<file path="src/hdl/sd_dat_pkg.sv">
package sd_dat_pkg;

  ////////////////////////////////////////////////////////////////////////////
  // data path types
  ////////////////////////////////////////////////////////////////////////////

  // one byte on the host and FIFO side
  typedef logic [7:0] data_byte_t;

  // FIFO occupancy, wide enough for a 64 entry FIFO
  typedef logic [6:0] fifo_count_t;

  ////////////////////////////////////////////////////////////////////////////
  // controller FSM
  ////////////////////////////////////////////////////////////////////////////

  typedef enum logic [2:0] {
    st_reset,
    st_idle,
    st_write_cmd,
    st_read_cmd,
    st_check_fifo,
    st_transfer
  } dat_state_t;

endpackage
</file>
<file path="src/hdl/sd_dat_top.sv">
`timescale 1ns/1ps

module sd_dat_top #(
  parameter int BLOCK_BYTES = 4,
  parameter int FIFO_DEPTH  = 16
) (
  input  logic                   clock,
  input  logic                   reset,
  input  logic                   host_wr,
  input  sd_dat_pkg::data_byte_t host_wdata,
  input  logic                   host_rd,
  input  logic                   new_dat,
  input  logic                   write_read,
  input  logic                   dat_in,
  output sd_dat_pkg::data_byte_t host_rdata,
  output logic                   busy,
  output logic                   write_data,
  output logic                   read_data,
  output logic                   dat_out,
  output logic                   dat_oe,
  output logic                   frame_error
);

  import sd_dat_pkg::*;

  fifo_count_t fifo_count;
  data_byte_t  phy_wdata;
  logic        phy_rd;
  logic        phy_wr;
  logic        transmit;
  logic        receive;
  logic        serial_ready;
  logic        complete;

  // FIFO head feeds both the host and the serializer
  data_fifo #(
    .FIFO_DEPTH (FIFO_DEPTH)
  ) u_data_fifo (
    .clock      (clock),
    .reset      (reset),
    .host_wr    (host_wr),
    .host_wdata (host_wdata),
    .host_rd    (host_rd),
    .phy_wr     (phy_wr),
    .phy_wdata  (phy_wdata),
    .phy_rd     (phy_rd),
    .rdata      (host_rdata),
    .count      (fifo_count)
  );

  dat_controller #(
    .BLOCK_BYTES (BLOCK_BYTES),
    .FIFO_DEPTH  (FIFO_DEPTH)
  ) u_dat_controller (
    .clock        (clock),
    .reset        (reset),
    .new_dat      (new_dat),
    .write_read   (write_read),
    .serial_ready (serial_ready),
    .complete     (complete),
    .fifo_count   (fifo_count),
    .busy         (busy),
    .write_data   (write_data),
    .read_data    (read_data),
    .transmit     (transmit),
    .receive      (receive)
  );

  dat_phy #(
    .BLOCK_BYTES (BLOCK_BYTES)
  ) u_dat_phy (
    .clock        (clock),
    .reset        (reset),
    .transmit     (transmit),
    .receive      (receive),
    .dat_in       (dat_in),
    .fifo_rdata   (host_rdata),
    .serial_ready (serial_ready),
    .complete     (complete),
    .dat_out      (dat_out),
    .dat_oe       (dat_oe),
    .fifo_rd      (phy_rd),
    .fifo_wr      (phy_wr),
    .fifo_wdata   (phy_wdata),
    .frame_error  (frame_error)
  );

endmodule

</file>
<file path="src/hdl/dat_phy.sv">
`timescale 1ns/1ps

module dat_phy #(
  parameter int BLOCK_BYTES = 4
) (
  input  logic                   clock,
  input  logic                   reset,
  input  logic                   transmit,
  input  logic                   receive,
  input  logic                   dat_in,
  input  sd_dat_pkg::data_byte_t fifo_rdata,
  output logic                   serial_ready,
  output logic                   complete,
  output logic                   dat_out,
  output logic                   dat_oe,
  output logic                   fifo_rd,
  output logic                   fifo_wr,
  output sd_dat_pkg::data_byte_t fifo_wdata,
  output logic                   frame_error
);

  import sd_dat_pkg::*;

  localparam int                BYTE_W     = $clog2(BLOCK_BYTES + 1);
  localparam logic [BYTE_W-1:0] BYTES_LAST = BYTE_W'(BLOCK_BYTES - 1);
  localparam logic [BYTE_W-1:0] BYTES_DONE = BYTE_W'(BLOCK_BYTES);

  typedef enum logic [2:0] {
    mode_idle,
    mode_tx,
    mode_tx_stop,
    mode_rx_hunt,
    mode_rx_data
  } phy_mode_t;

  phy_mode_t         mode;
  logic              transmit_q;
  logic              receive_q;
  logic [2:0]        bit_cnt;
  logic [BYTE_W-1:0] byte_cnt;
  data_byte_t        shift;

  assign serial_ready = (mode == mode_idle);
  // a received byte sits in the shift register for the cycle of its push
  assign fifo_wdata   = shift;

  ////////////////////////////////////////////////////////////////////////////
  // framing and counters
  ////////////////////////////////////////////////////////////////////////////

  always_ff @(posedge clock)
  begin
    if (reset)
    begin
      mode        <= mode_idle;
      transmit_q  <= 1'b0;
      receive_q   <= 1'b0;
      bit_cnt     <= '0;
      byte_cnt    <= '0;
      complete    <= 1'b0;
      dat_out     <= 1'b1;
      dat_oe      <= 1'b0;
      fifo_rd     <= 1'b0;
      fifo_wr     <= 1'b0;
      frame_error <= 1'b0;
    end
    else
    begin
      transmit_q <= transmit;
      receive_q  <= receive;
      complete   <= 1'b0;
      fifo_rd    <= 1'b0;
      fifo_wr    <= 1'b0;
      case (mode)
        mode_idle:
        begin
          bit_cnt  <= '0;
          byte_cnt <= '0;
          if (transmit && !transmit_q)
          begin
            // start bit goes out now, first byte is already in the shifter
            mode        <= mode_tx;
            dat_out     <= 1'b0;
            dat_oe      <= 1'b1;
            fifo_rd     <= 1'b1;
            frame_error <= 1'b0;
          end
          else if (receive && !receive_q)
          begin
            mode        <= mode_rx_hunt;
            frame_error <= 1'b0;
          end
        end
        mode_tx:
          if (byte_cnt == BYTES_DONE)
          begin
            dat_out <= 1'b1;
            mode    <= mode_tx_stop;
          end
          else
          begin
            dat_out <= shift[7];
            bit_cnt <= bit_cnt + 3'd1;
            if (bit_cnt == 3'd7)
            begin
              byte_cnt <= byte_cnt + BYTE_W'(1);
              // first byte was popped at the start bit
              fifo_rd  <= (byte_cnt != BYTES_LAST);
            end
          end
        mode_tx_stop:
        begin
          dat_oe   <= 1'b0;
          complete <= 1'b1;
          mode     <= mode_idle;
        end
        mode_rx_hunt:
          if (!dat_in)
          begin
            mode <= mode_rx_data;
          end
        mode_rx_data:
          if (byte_cnt == BYTES_DONE)
          begin
            // end bit must be 1
            frame_error <= frame_error || !dat_in;
            complete    <= 1'b1;
            mode        <= mode_idle;
          end
          else
          begin
            bit_cnt <= bit_cnt + 3'd1;
            if (bit_cnt == 3'd7)
            begin
              byte_cnt <= byte_cnt + BYTE_W'(1);
              fifo_wr  <= 1'b1;
            end
          end
        default:
          mode <= mode_idle;
      endcase
    end
  end

  ////////////////////////////////////////////////////////////////////////////
  // shift register, MSB first both ways
  ////////////////////////////////////////////////////////////////////////////

  always_ff @(posedge clock)
  begin
    case (mode)
      mode_idle:
        shift <= fifo_rdata;
      mode_tx:
        shift <= (bit_cnt == 3'd7) ? fifo_rdata : {shift[6:0], 1'b0};
      mode_rx_data:
        if (byte_cnt != BYTES_DONE)
        begin
          shift <= {shift[6:0], dat_in};
        end
      default:
        shift <= shift;
    endcase
  end

endmodule

</file>
<file path="src/hdl/dat_controller.sv">
`timescale 1ns/1ps

module dat_controller #(
  parameter int BLOCK_BYTES = 4,
  parameter int FIFO_DEPTH  = 16
) (
  input  logic                    clock,
  input  logic                    reset,
  input  logic                    new_dat,
  input  logic                    write_read,
  input  logic                    serial_ready,
  input  logic                    complete,
  input  sd_dat_pkg::fifo_count_t fifo_count,
  output logic                    busy,
  output logic                    write_data,
  output logic                    read_data,
  output logic                    transmit,
  output logic                    receive
);

  import sd_dat_pkg::*;

  localparam fifo_count_t BLOCK_COUNT = fifo_count_t'(BLOCK_BYTES);
  localparam fifo_count_t DEPTH_COUNT = fifo_count_t'(FIFO_DEPTH);

  dat_state_t  state;
  dat_state_t  next_state;
  logic        write_dir;
  logic        next_dir;
  logic        next_busy;
  logic        fifo_okay;
  fifo_count_t fifo_free;

  // a write needs a whole block queued, a read needs room for one
  assign fifo_free = DEPTH_COUNT - fifo_count;
  assign fifo_okay = write_dir ? (fifo_count >= BLOCK_COUNT) : (fifo_free >= BLOCK_COUNT);

  // direction seen by the outputs in the coming cycle
  assign next_dir  = (state == st_idle && new_dat) ? write_read : write_dir;
  assign next_busy = (next_state != st_idle);

  ////////////////////////////////////////////////////////////////////////////
  // next state
  ////////////////////////////////////////////////////////////////////////////

  always_comb
  begin
    next_state = state;
    case (state)
      st_reset:
        next_state = st_idle;
      st_idle:
        if (new_dat)
        begin
          next_state = write_read ? st_write_cmd : st_read_cmd;
        end
      st_write_cmd:
        if (serial_ready)
        begin
          next_state = st_check_fifo;
        end
      st_read_cmd:
        if (serial_ready)
        begin
          next_state = st_check_fifo;
        end
      st_check_fifo:
        if (fifo_okay)
        begin
          next_state = st_transfer;
        end
      st_transfer:
        if (complete)
        begin
          next_state = st_idle;
        end
      default:
        next_state = st_idle;
    endcase
  end

  ////////////////////////////////////////////////////////////////////////////
  // state and registered outputs
  ////////////////////////////////////////////////////////////////////////////

  always_ff @(posedge clock)
  begin
    if (reset)
    begin
      state      <= st_reset;
      write_dir  <= 1'b0;
      busy       <= 1'b0;
      write_data <= 1'b0;
      read_data  <= 1'b0;
      transmit   <= 1'b0;
      receive    <= 1'b0;
    end
    else
    begin
      state      <= next_state;
      write_dir  <= next_dir;
      busy       <= next_busy;
      write_data <= next_busy && next_dir;
      read_data  <= next_busy && !next_dir;
      // serial stage only runs once the FIFO check has passed
      transmit   <= (next_state == st_transfer) && next_dir;
      receive    <= (next_state == st_transfer) && !next_dir;
    end
  end

endmodule

</file>
<file path="src/hdl/data_fifo.sv">
`timescale 1ns/1ps

module data_fifo #(
  parameter int FIFO_DEPTH = 16
) (
  input  logic                    clock,
  input  logic                    reset,
  input  logic                    host_wr,
  input  sd_dat_pkg::data_byte_t  host_wdata,
  input  logic                    host_rd,
  input  logic                    phy_wr,
  input  sd_dat_pkg::data_byte_t  phy_wdata,
  input  logic                    phy_rd,
  output sd_dat_pkg::data_byte_t  rdata,
  output sd_dat_pkg::fifo_count_t count
);

  import sd_dat_pkg::*;

  localparam int               PTR_W      = (FIFO_DEPTH > 1) ? $clog2(FIFO_DEPTH) : 1;
  localparam logic [PTR_W-1:0] PTR_LAST   = PTR_W'(FIFO_DEPTH - 1);
  localparam fifo_count_t      COUNT_FULL = fifo_count_t'(FIFO_DEPTH);

  data_byte_t       mem [FIFO_DEPTH];
  logic [PTR_W-1:0] wr_ptr;
  logic [PTR_W-1:0] rd_ptr;
  data_byte_t       wdata;
  logic             push;
  logic             pop;

  // host and serial stage never write in the same block, host wins anyway
  assign wdata = host_wr ? host_wdata : phy_wdata;
  assign push  = (host_wr || phy_wr) && (count != COUNT_FULL);
  assign pop   = (host_rd || phy_rd) && (count != '0);
  assign rdata = mem[rd_ptr];

  always_ff @(posedge clock)
  begin
    if (push)
    begin
      mem[wr_ptr] <= wdata;
    end
  end

  always_ff @(posedge clock)
  begin
    if (reset)
    begin
      wr_ptr <= '0;
      rd_ptr <= '0;
      count  <= '0;
    end
    else
    begin
      if (push)
      begin
        wr_ptr <= (wr_ptr == PTR_LAST) ? '0 : wr_ptr + PTR_W'(1);
      end
      if (pop)
      begin
        rd_ptr <= (rd_ptr == PTR_LAST) ? '0 : rd_ptr + PTR_W'(1);
      end
      if (push && !pop)
      begin
        count <= count + fifo_count_t'(1);
      end
      else if (pop && !push)
      begin
        count <= count - fifo_count_t'(1);
      end
    end
  end

endmodule

</file>
<file path="config.mk">
export PLATFORM = sky130hd
export DESIGN_NAME = sd_dat_top
export DESIGN_NICKNAME = d
export VERILOG_FILES = /design/src/hdl/sd_dat_pkg.sv /design/src/hdl/sd_dat_top.sv /design/src/hdl/dat_phy.sv /design/src/hdl/dat_controller.sv /design/src/hdl/data_fifo.sv
export SDC_FILE = /design/constraint.sdc
export NUM_CORES = 1
export LEC_CHECK = 0
export BUFFER_PORTS_ARGS = -buffer_cell sky130_fd_sc_hd__buf_4
export CELL_PAD_IN_SITES_DETAIL_PLACEMENT = 0
export CELL_PAD_IN_SITES_GLOBAL_PLACEMENT = 1
export CORE_UTILIZATION = 52
export DETAILED_ROUTE_END_ITERATION = 10
export HOLD_SLACK_MARGIN = 0.12
export PLACE_DENSITY = 0.79
export SETUP_SLACK_MARGIN = 0.2
export SLEW_MARGIN = 20
export SYNTH_ARGS = -nofsm -noshare
export SYNTH_HDL_FRONTEND = slang
export SYNTH_SLANG_ARGS = --single-unit
</file>
<file path="constraint.sdc">
create_clock -name clock -period 3 [get_ports clock]
set_input_delay 0 -clock clock [delete_from_list [all_inputs] [get_ports clock]]
set_output_delay 0 -clock clock [all_outputs]
set_load 0.02 [all_outputs]
</file>
**Word-level counts from Yosys, hierarchy flattened**

Memories as Yosys holds them, arrays and structs flattened. A register that Yosys moved wholly into a read port is not among the register bits.
Cells that the tools add are included.

- Add/sub/neg operators: 7
- Bitwise logic cells: 1
- Magnitude comparators: 2
- Eq/ne operators: 26
- Reductions and logical operators: 38
- Multiplexer cells: 47

Operators with widths:

| cell | number |
|---|---|
| 2-to-1 mux 3 bit | 12 |
| 2-to-1 mux 8 bit | 3 |
| case mux 3 bit (4 select lines) | 2 |
| case mux 8 bit (3 select lines) | 1 |
| == test 3 bit (second input constant) | 6 |
| 2-to-1 mux 1 bit | 16 |
| 2-to-1 mux 4 bit | 4 |
| >= comparator 7 x 3 -> 1 bit (second input constant) | 2 |
| 2-to-1 mux 7 bit | 2 |
| == test 3 x 2 -> 1 bit (second input constant) | 4 |
| case mux 3 bit (2 select lines) | 2 |
| logical AND 1 bit | 11 |
| inequality test 2 x 1 -> 1 bit (second input constant) | 5 |
| case mux 1 bit (2 select lines) | 5 |
| nonzero test 2 bit | 5 |
| adder 4 x 1 -> 4 bit (second input constant) | 2 |
| == test 4 bit (second input constant) | 2 |
| AND reduction 2 bit | 4 |
| adder 7 x 1 -> 7 bit (second input constant) | 1 |
| inequality test 7 x 5 -> 1 bit (second input constant) | 1 |
| nonzero test 7 bit | 1 |
| subtractor 5 x 7 -> 7 bit (first input constant) | 1 |
| subtractor 7 x 1 -> 7 bit (second input constant) | 1 |
| adder 3 x 1 -> 3 bit (second input constant) | 2 |
| other kinds (14) | 26 |

- Memories kept: 1
- Output and inout port bits: 14
- Register bits after elaboration: 49
- Word-level logic and storage cells: 144
- Bits in writable memories: 128

Memories:

| memory | depth | bits a word | rd ports | clocked after memory_dff | wr ports | line | RTL |
|---|---|---|---|---|---|---|---|
| u_data_fifo.mem | 16 | 8 | 1 | 1 | 1 | data_fifo.sv:24 | `data_byte_t mem [FIFO_DEPTH];` |

**Logic depth before layout (Yosys ltp)**

- Word-level depth: 7
- Gate-level depth with buffers: 12
- Mapped depth without buffers: 11

**Hierarchy**

Synthesis repeated with hierarchy kept, for this count alone.

- Cells, all modules: 491
- Area, all modules: 7931.4 µm²

By module, submodules not included:

| module | cells an instance | area each (µm²) | seq. area each (µm²) | instances |
|---|---|---|---|---|
| data_fifo | 324 | 6209.7 | 4224.1 | 1 |
| dat_phy | 126 | 1283.7 | 580.6 | 1 |
| dat_controller | 41 | 437.9 | 180.2 | 1 |

**Least setup slack after synthesis**

Ideal clock, no wire load.

- Path type: reg-to-reg
- From: register u_data_fifo.count[0]
- To: register u_data_fifo.count[6]
- Buffers on the path: 1
- Data arrival time: 2.509 ns
- Slack: 0.363 ns
- Cell stages (with the launch flop): 12
- Cell sequence: dfxtp_1 -> nor4_1 -> a31oi_1 -> clkbuf_1 -> ha_1 -> inv_1 -> ha_1 -> nor2b_1 -> a311oi_1 -> o211ai_1 -> xnor2_1 -> nor2_1

- Longest elaborated chain between the ends: 5
- Elaborated cells between the ends (all ways): 13
- Classes of those cells: 2 x add/sub; 1 x eq/ne; 2 x mux; 8 x reduce/logical

RTL lines:

| element | line | RTL |
|---|---|---|
| from (decl) | data_fifo.sv:15 | `output sd_dat_pkg::fifo_count_t count` |
| from (signal assigned) | data_fifo.sv:65 | `count <= count + fifo_count_t'(1);` |
| from (signal assigned) | data_fifo.sv:69 | `count <= count - fifo_count_t'(1);` |
| inequality test 7 x 5 -> 1 bit * | data_fifo.sv:33 | `assign push = (host_wr \|\| phy_wr) && (count != COUNT_FULL);` |
| logical AND 1 bit * | data_fifo.sv:33 |  |
| via u_data_fifo.push | data_fifo.sv:28 | `logic push;` |
| zero test 1 bit | data_fifo.sv:67 | `else if (pop && !push)` |
| logical AND 1 bit | data_fifo.sv:67 |  |
| nonzero test 2 bit (no source line) | -- |  |

Mark *: on every way through the listed nets, which the timed path passes. The rest lies on a longest branch. The select of a mux whose other input is x is not followed.
A chain may end at the register's enable or synchronous reset.

==> run_results.csv <==
group,metric,value,unit
floorplanning,die_area,15100,um2
timing,slew_headroom,0.455,
floorplanning,die_width,123,um
clock_network,cts_root_buf,"clkbuf_16",
worst_setup_path,cp-endpoint,"host_rdata[3]",
floorplanning,core-area,14100,um2
power,leakagePower,0.00301,uW
floorplanning,design.portCount,29,
synth,syn-instance-count,528,
worst_setup_path,critPathMaxFanout,15,
global_route,antenna_found_initial,0,
layout,layout.nets,604,
synth,synth_edf_count,136,
drt,ant_nets,0,
clock_network,cts_max_level,4,
synth,postSynth.asyncResetShare,0,
worst_setup_path,crit_chain,"nor2_1 > buf_4 > a221oi_1 > a22oi_1 > o21ai_1 > buf_4",
power,peakVddDrop,0.000453,V
layout,fillers,1015,
timing,finalHoldViolCount,0,
clock_network,cts_tree,"done",
drt,avgRoutedWirePerCell,19.7,um
worst_setup_path,cp_common_cell,"buf_4",
job,cap_violations,0,
power,cellPowerDensity,824,nW/um2
global_route,first_global_vias,4274,
worst_setup_path,crit_path_top_delay_cell,"dfxtp_1",
placed_design,dp_hpwl,10400,um
placed_design,io_buffer_count,28,
synth,yosysSeqAreaShare,0.655,
synth,ys_types,47,
clock_network,clk-insertion-delay-late,0.43,ns
synth,syn_avg_cell_area,14.4,um2
worst_setup_path,start_kind,"register",
layout,n_antenna_cell,0,
global_route,grt-ovfl-total,0,
worst_setup_path,r2r-start,"u_data_fifo.count[0]",
timing,tightestPinTransition,0.815,ns
worst_setup_path,crit_cells,6,
timing,slew_violations,0,
worst_setup_path,arrival,2.66,ns
worst_setup_path,timing.rr.end,"u_data_fifo.count[6]",
worst_setup_path,critPathMaxStageDelay,0.76,ns
timing,fin_crit,2.66,ns
drt,drc,0,
global_route,globalRouteTotalUtil,0.217,
synth,synth.net_count,560,
worst_setup_path,cp-end-kind,"primary output",
synth,synth_seq_cells,181,
timing,rsz0062_at_grt,"false",
worst_setup_path,worst-r2r-cell-count,11,
worst_setup_path,cp_top_family,"compound AO/OA/AOI/OAI gates",
worst_setup_path,path_class,"reg -> out",
timing,finalCritPeriodShare,0.885,
timing,skew,0.00746,ns
worst_setup_path,required,3.00,ns
layout,syn2layout_area_growth,14.5,%
layout,drive_gt1_frac,0.193,
floorplanning,initial_core_util,0.540,
synth,synth_ff_type,"edfxtp_1",
timing,setup_violations,0,
global_route,grt_first_pass_wirelength,23600,um
synth,synth_warnings,0,
timing,max_freq,0.377,GHz
drt,drt_pre_antenna_iters,4,
drt,first_iter_violations,575,
clock_network,path_clk_slew,0.07,ns
worst_setup_path,crit_buf_inv,2,
synth,syn_area,7610,um2
floorplanning,die_h,123,um
layout,fin_util,0.618,
clock_network,cts_setup_buffers,0,
global_route,grt_max_degree,38,
timing,setup_tns,0,ns
drt,viasPerCell,5.69,
clock_network,cts_made_buffers,17,
placed_design,place.gp.congestion,0.811,
floorplanning,rows,43,
clock_network,cts.path.max_buffers,2,
drt,dr_total_vias,4356,
status,status,"completed",
drt,wl,15100,um
worst_hold_path,hold_path_class,"in -> reg",
clock_network,clock_sinks,181,
worst_setup_path,timing.reg2reg.setup_slack,0.43,ns
state kept, by name, summed over array words and instances (netlist names), 3 cells and up, named ones only:
| name | flops |
|---|---|
| u_data_fifo.count | 7 |
| u_dat_phy.fifo_wdata | 8 |
| u_dat_phy.mode | 3 |
| u_data_fifo.rd_ptr | 4 |
| u_data_fifo.wr_ptr | 4 |
| u_dat_phy.bit_cnt | 3 |
| u_dat_phy.byte_cnt | 3 |
| u_data_fifo.mem | 128 |
| u_dat_controller.state | 3 |
cells by family (layout without fill, tap and decap cells):
kind of cell | after synthesis | in the layout | share of synthesized area
muxes | 68 | 68 | 0.133
xor gates and xnor gates | 8 | 8 | 0.00920
DFF | 181 | 181 | 0.655
adders and majority gates | 17 | 17 | 0.0289
buffers and inverters | 40 | 97 | 0.0256
and+or+nand+nor | 137 | 137 | 0.0832
AOI/OAI and AO/OA | 77 | 77 | 0.0656
area by class of cell:
type	count	area, um2	share of cell area
timing repair buffer	51	398	0.0457
inverter	14	52.6	0.00603
multi-input combinational	307	2450	0.282
clock inverter	13	158	0.0181
sequential	181	4990	0.573
clock buffer	19	433	0.0497
tap	180	225	0.0258
how the worst min path moves through the flow:
stage | end | startpoint | cells after the start | slack (ns)
floorplan | u_dat_phy.fifo_wdata[0] | dat_in | 1 | 0.21
global placement | u_dat_phy.fifo_wdata[0] | dat_in | 2 | 0.35
detailed placement | u_dat_phy.fifo_wdata[0] | dat_in | 2 | 0.35
CTS | u_data_fifo.mem[5][0] | host_wdata[0] | 2 | 0.15
global route | u_data_fifo.mem[8][0] | host_wdata[0] | 2 | 0.17
finish | u_data_fifo.mem[10][0] | host_wdata[0] | 2 | 0.16
report_power, final:
group	total (uW)	internal, uW	switching [uW]
logic	1730	771	957
clock network	2220	1310	916
registers	3230	3040	197
total	7180	5110	2070
worst register-to-register path, cell delays in order, from the launching register on:
cell and delay (ns):
dfxtp_2 0.36, nor4_4 0.32, a31oi_2 0.18, inv_1 0.13, ha_1 0.21, inv_2 0.09, ha_1 0.33, nor2b_1 0.18
a311oi_1 0.31, o211ai_1 0.15, xnor2_1 0.16, nor2_1 0.05
layer usage:
layer  vias to the layer above  part of all wire  global-route usage
met5                         -                 0                   0
met4                         0             0.018              0.0881
met3                        19             0.044              0.0351
met2                       105              0.48               0.337
met1                      2128              0.46               0.306
li1                       2104                 -                   -
timing repair:
item / 4_1_cts / 5_1_grt
resized for setup: 2 / 7
endpoints found under the hold margin: 39 / 0
hold buffers: 6 / 0
endpoints found under the setup margin: 2 / 4
cells in the mapped netlist (all sizes together) (3+ instances only):
cell / count / area share
xor2: 4 / 0.0046
ha: 16 / 0.026
a21oi: 25 / 0.016
xnor2: 4 / 0.0046
o21ai: 12 / 0.0079
a22oi: 7 / 0.0069
inv: 14 / 0.0069
mux2: 16 / 0.024
a221oi: 12 / 0.014
mux2i: 30 / 0.039
buf: 11 / 0.011
or3: 3 / 0.0025
dfxtp: 45 / 0.12
nor2b: 6 / 0.0049
edfxtp: 136 / 0.54
mux4: 22 / 0.070
nor4: 3 / 0.0025
a31oi: 6 / 0.0049
clkbuf: 15 / 0.0074
nand2b: 4 / 0.0033
nor3: 17 / 0.011
nand2: 28 / 0.014
nand3b: 5 / 0.0049
o211ai: 4 / 0.0039
nor2: 60 / 0.030
through the flow:
step	hold slack, ns	power (uW)	cells	cell area [um2]	worst slack, ns
after floorplan	0.209	4440	528	7610	0.363
after global placement	0.348	4900	727	8030	0.335
after detailed placement	0.352	4970	727	8030	0.212
final	0.164	7180	765	8710	0.344
after CTS	0.149	7180	765	8690	0.241
after global routing	0.170	7510	765	8710	0.215
cell usage in the layout, fill, tap and decap left out, types with 7 or more instances in the layout:
cell type  netlist  routed
clkbuf_16        0      17
a221oi_1        12      12
nor3_1          17      17
ha_1            16      16
a22oi_1          7       7
mux4_1           9       9
dfxtp_1         45      40
nand2_1         28      28
mux4_2          13      13
mux2i_1         30      30
edfxtp_1       136     136
buf_4            1      45
a21oi_1         25      25
mux2_2          16      16
nor2_1          60      60
inv_1           14      13
Note: power is estimated with default switching activity, not from simulation.
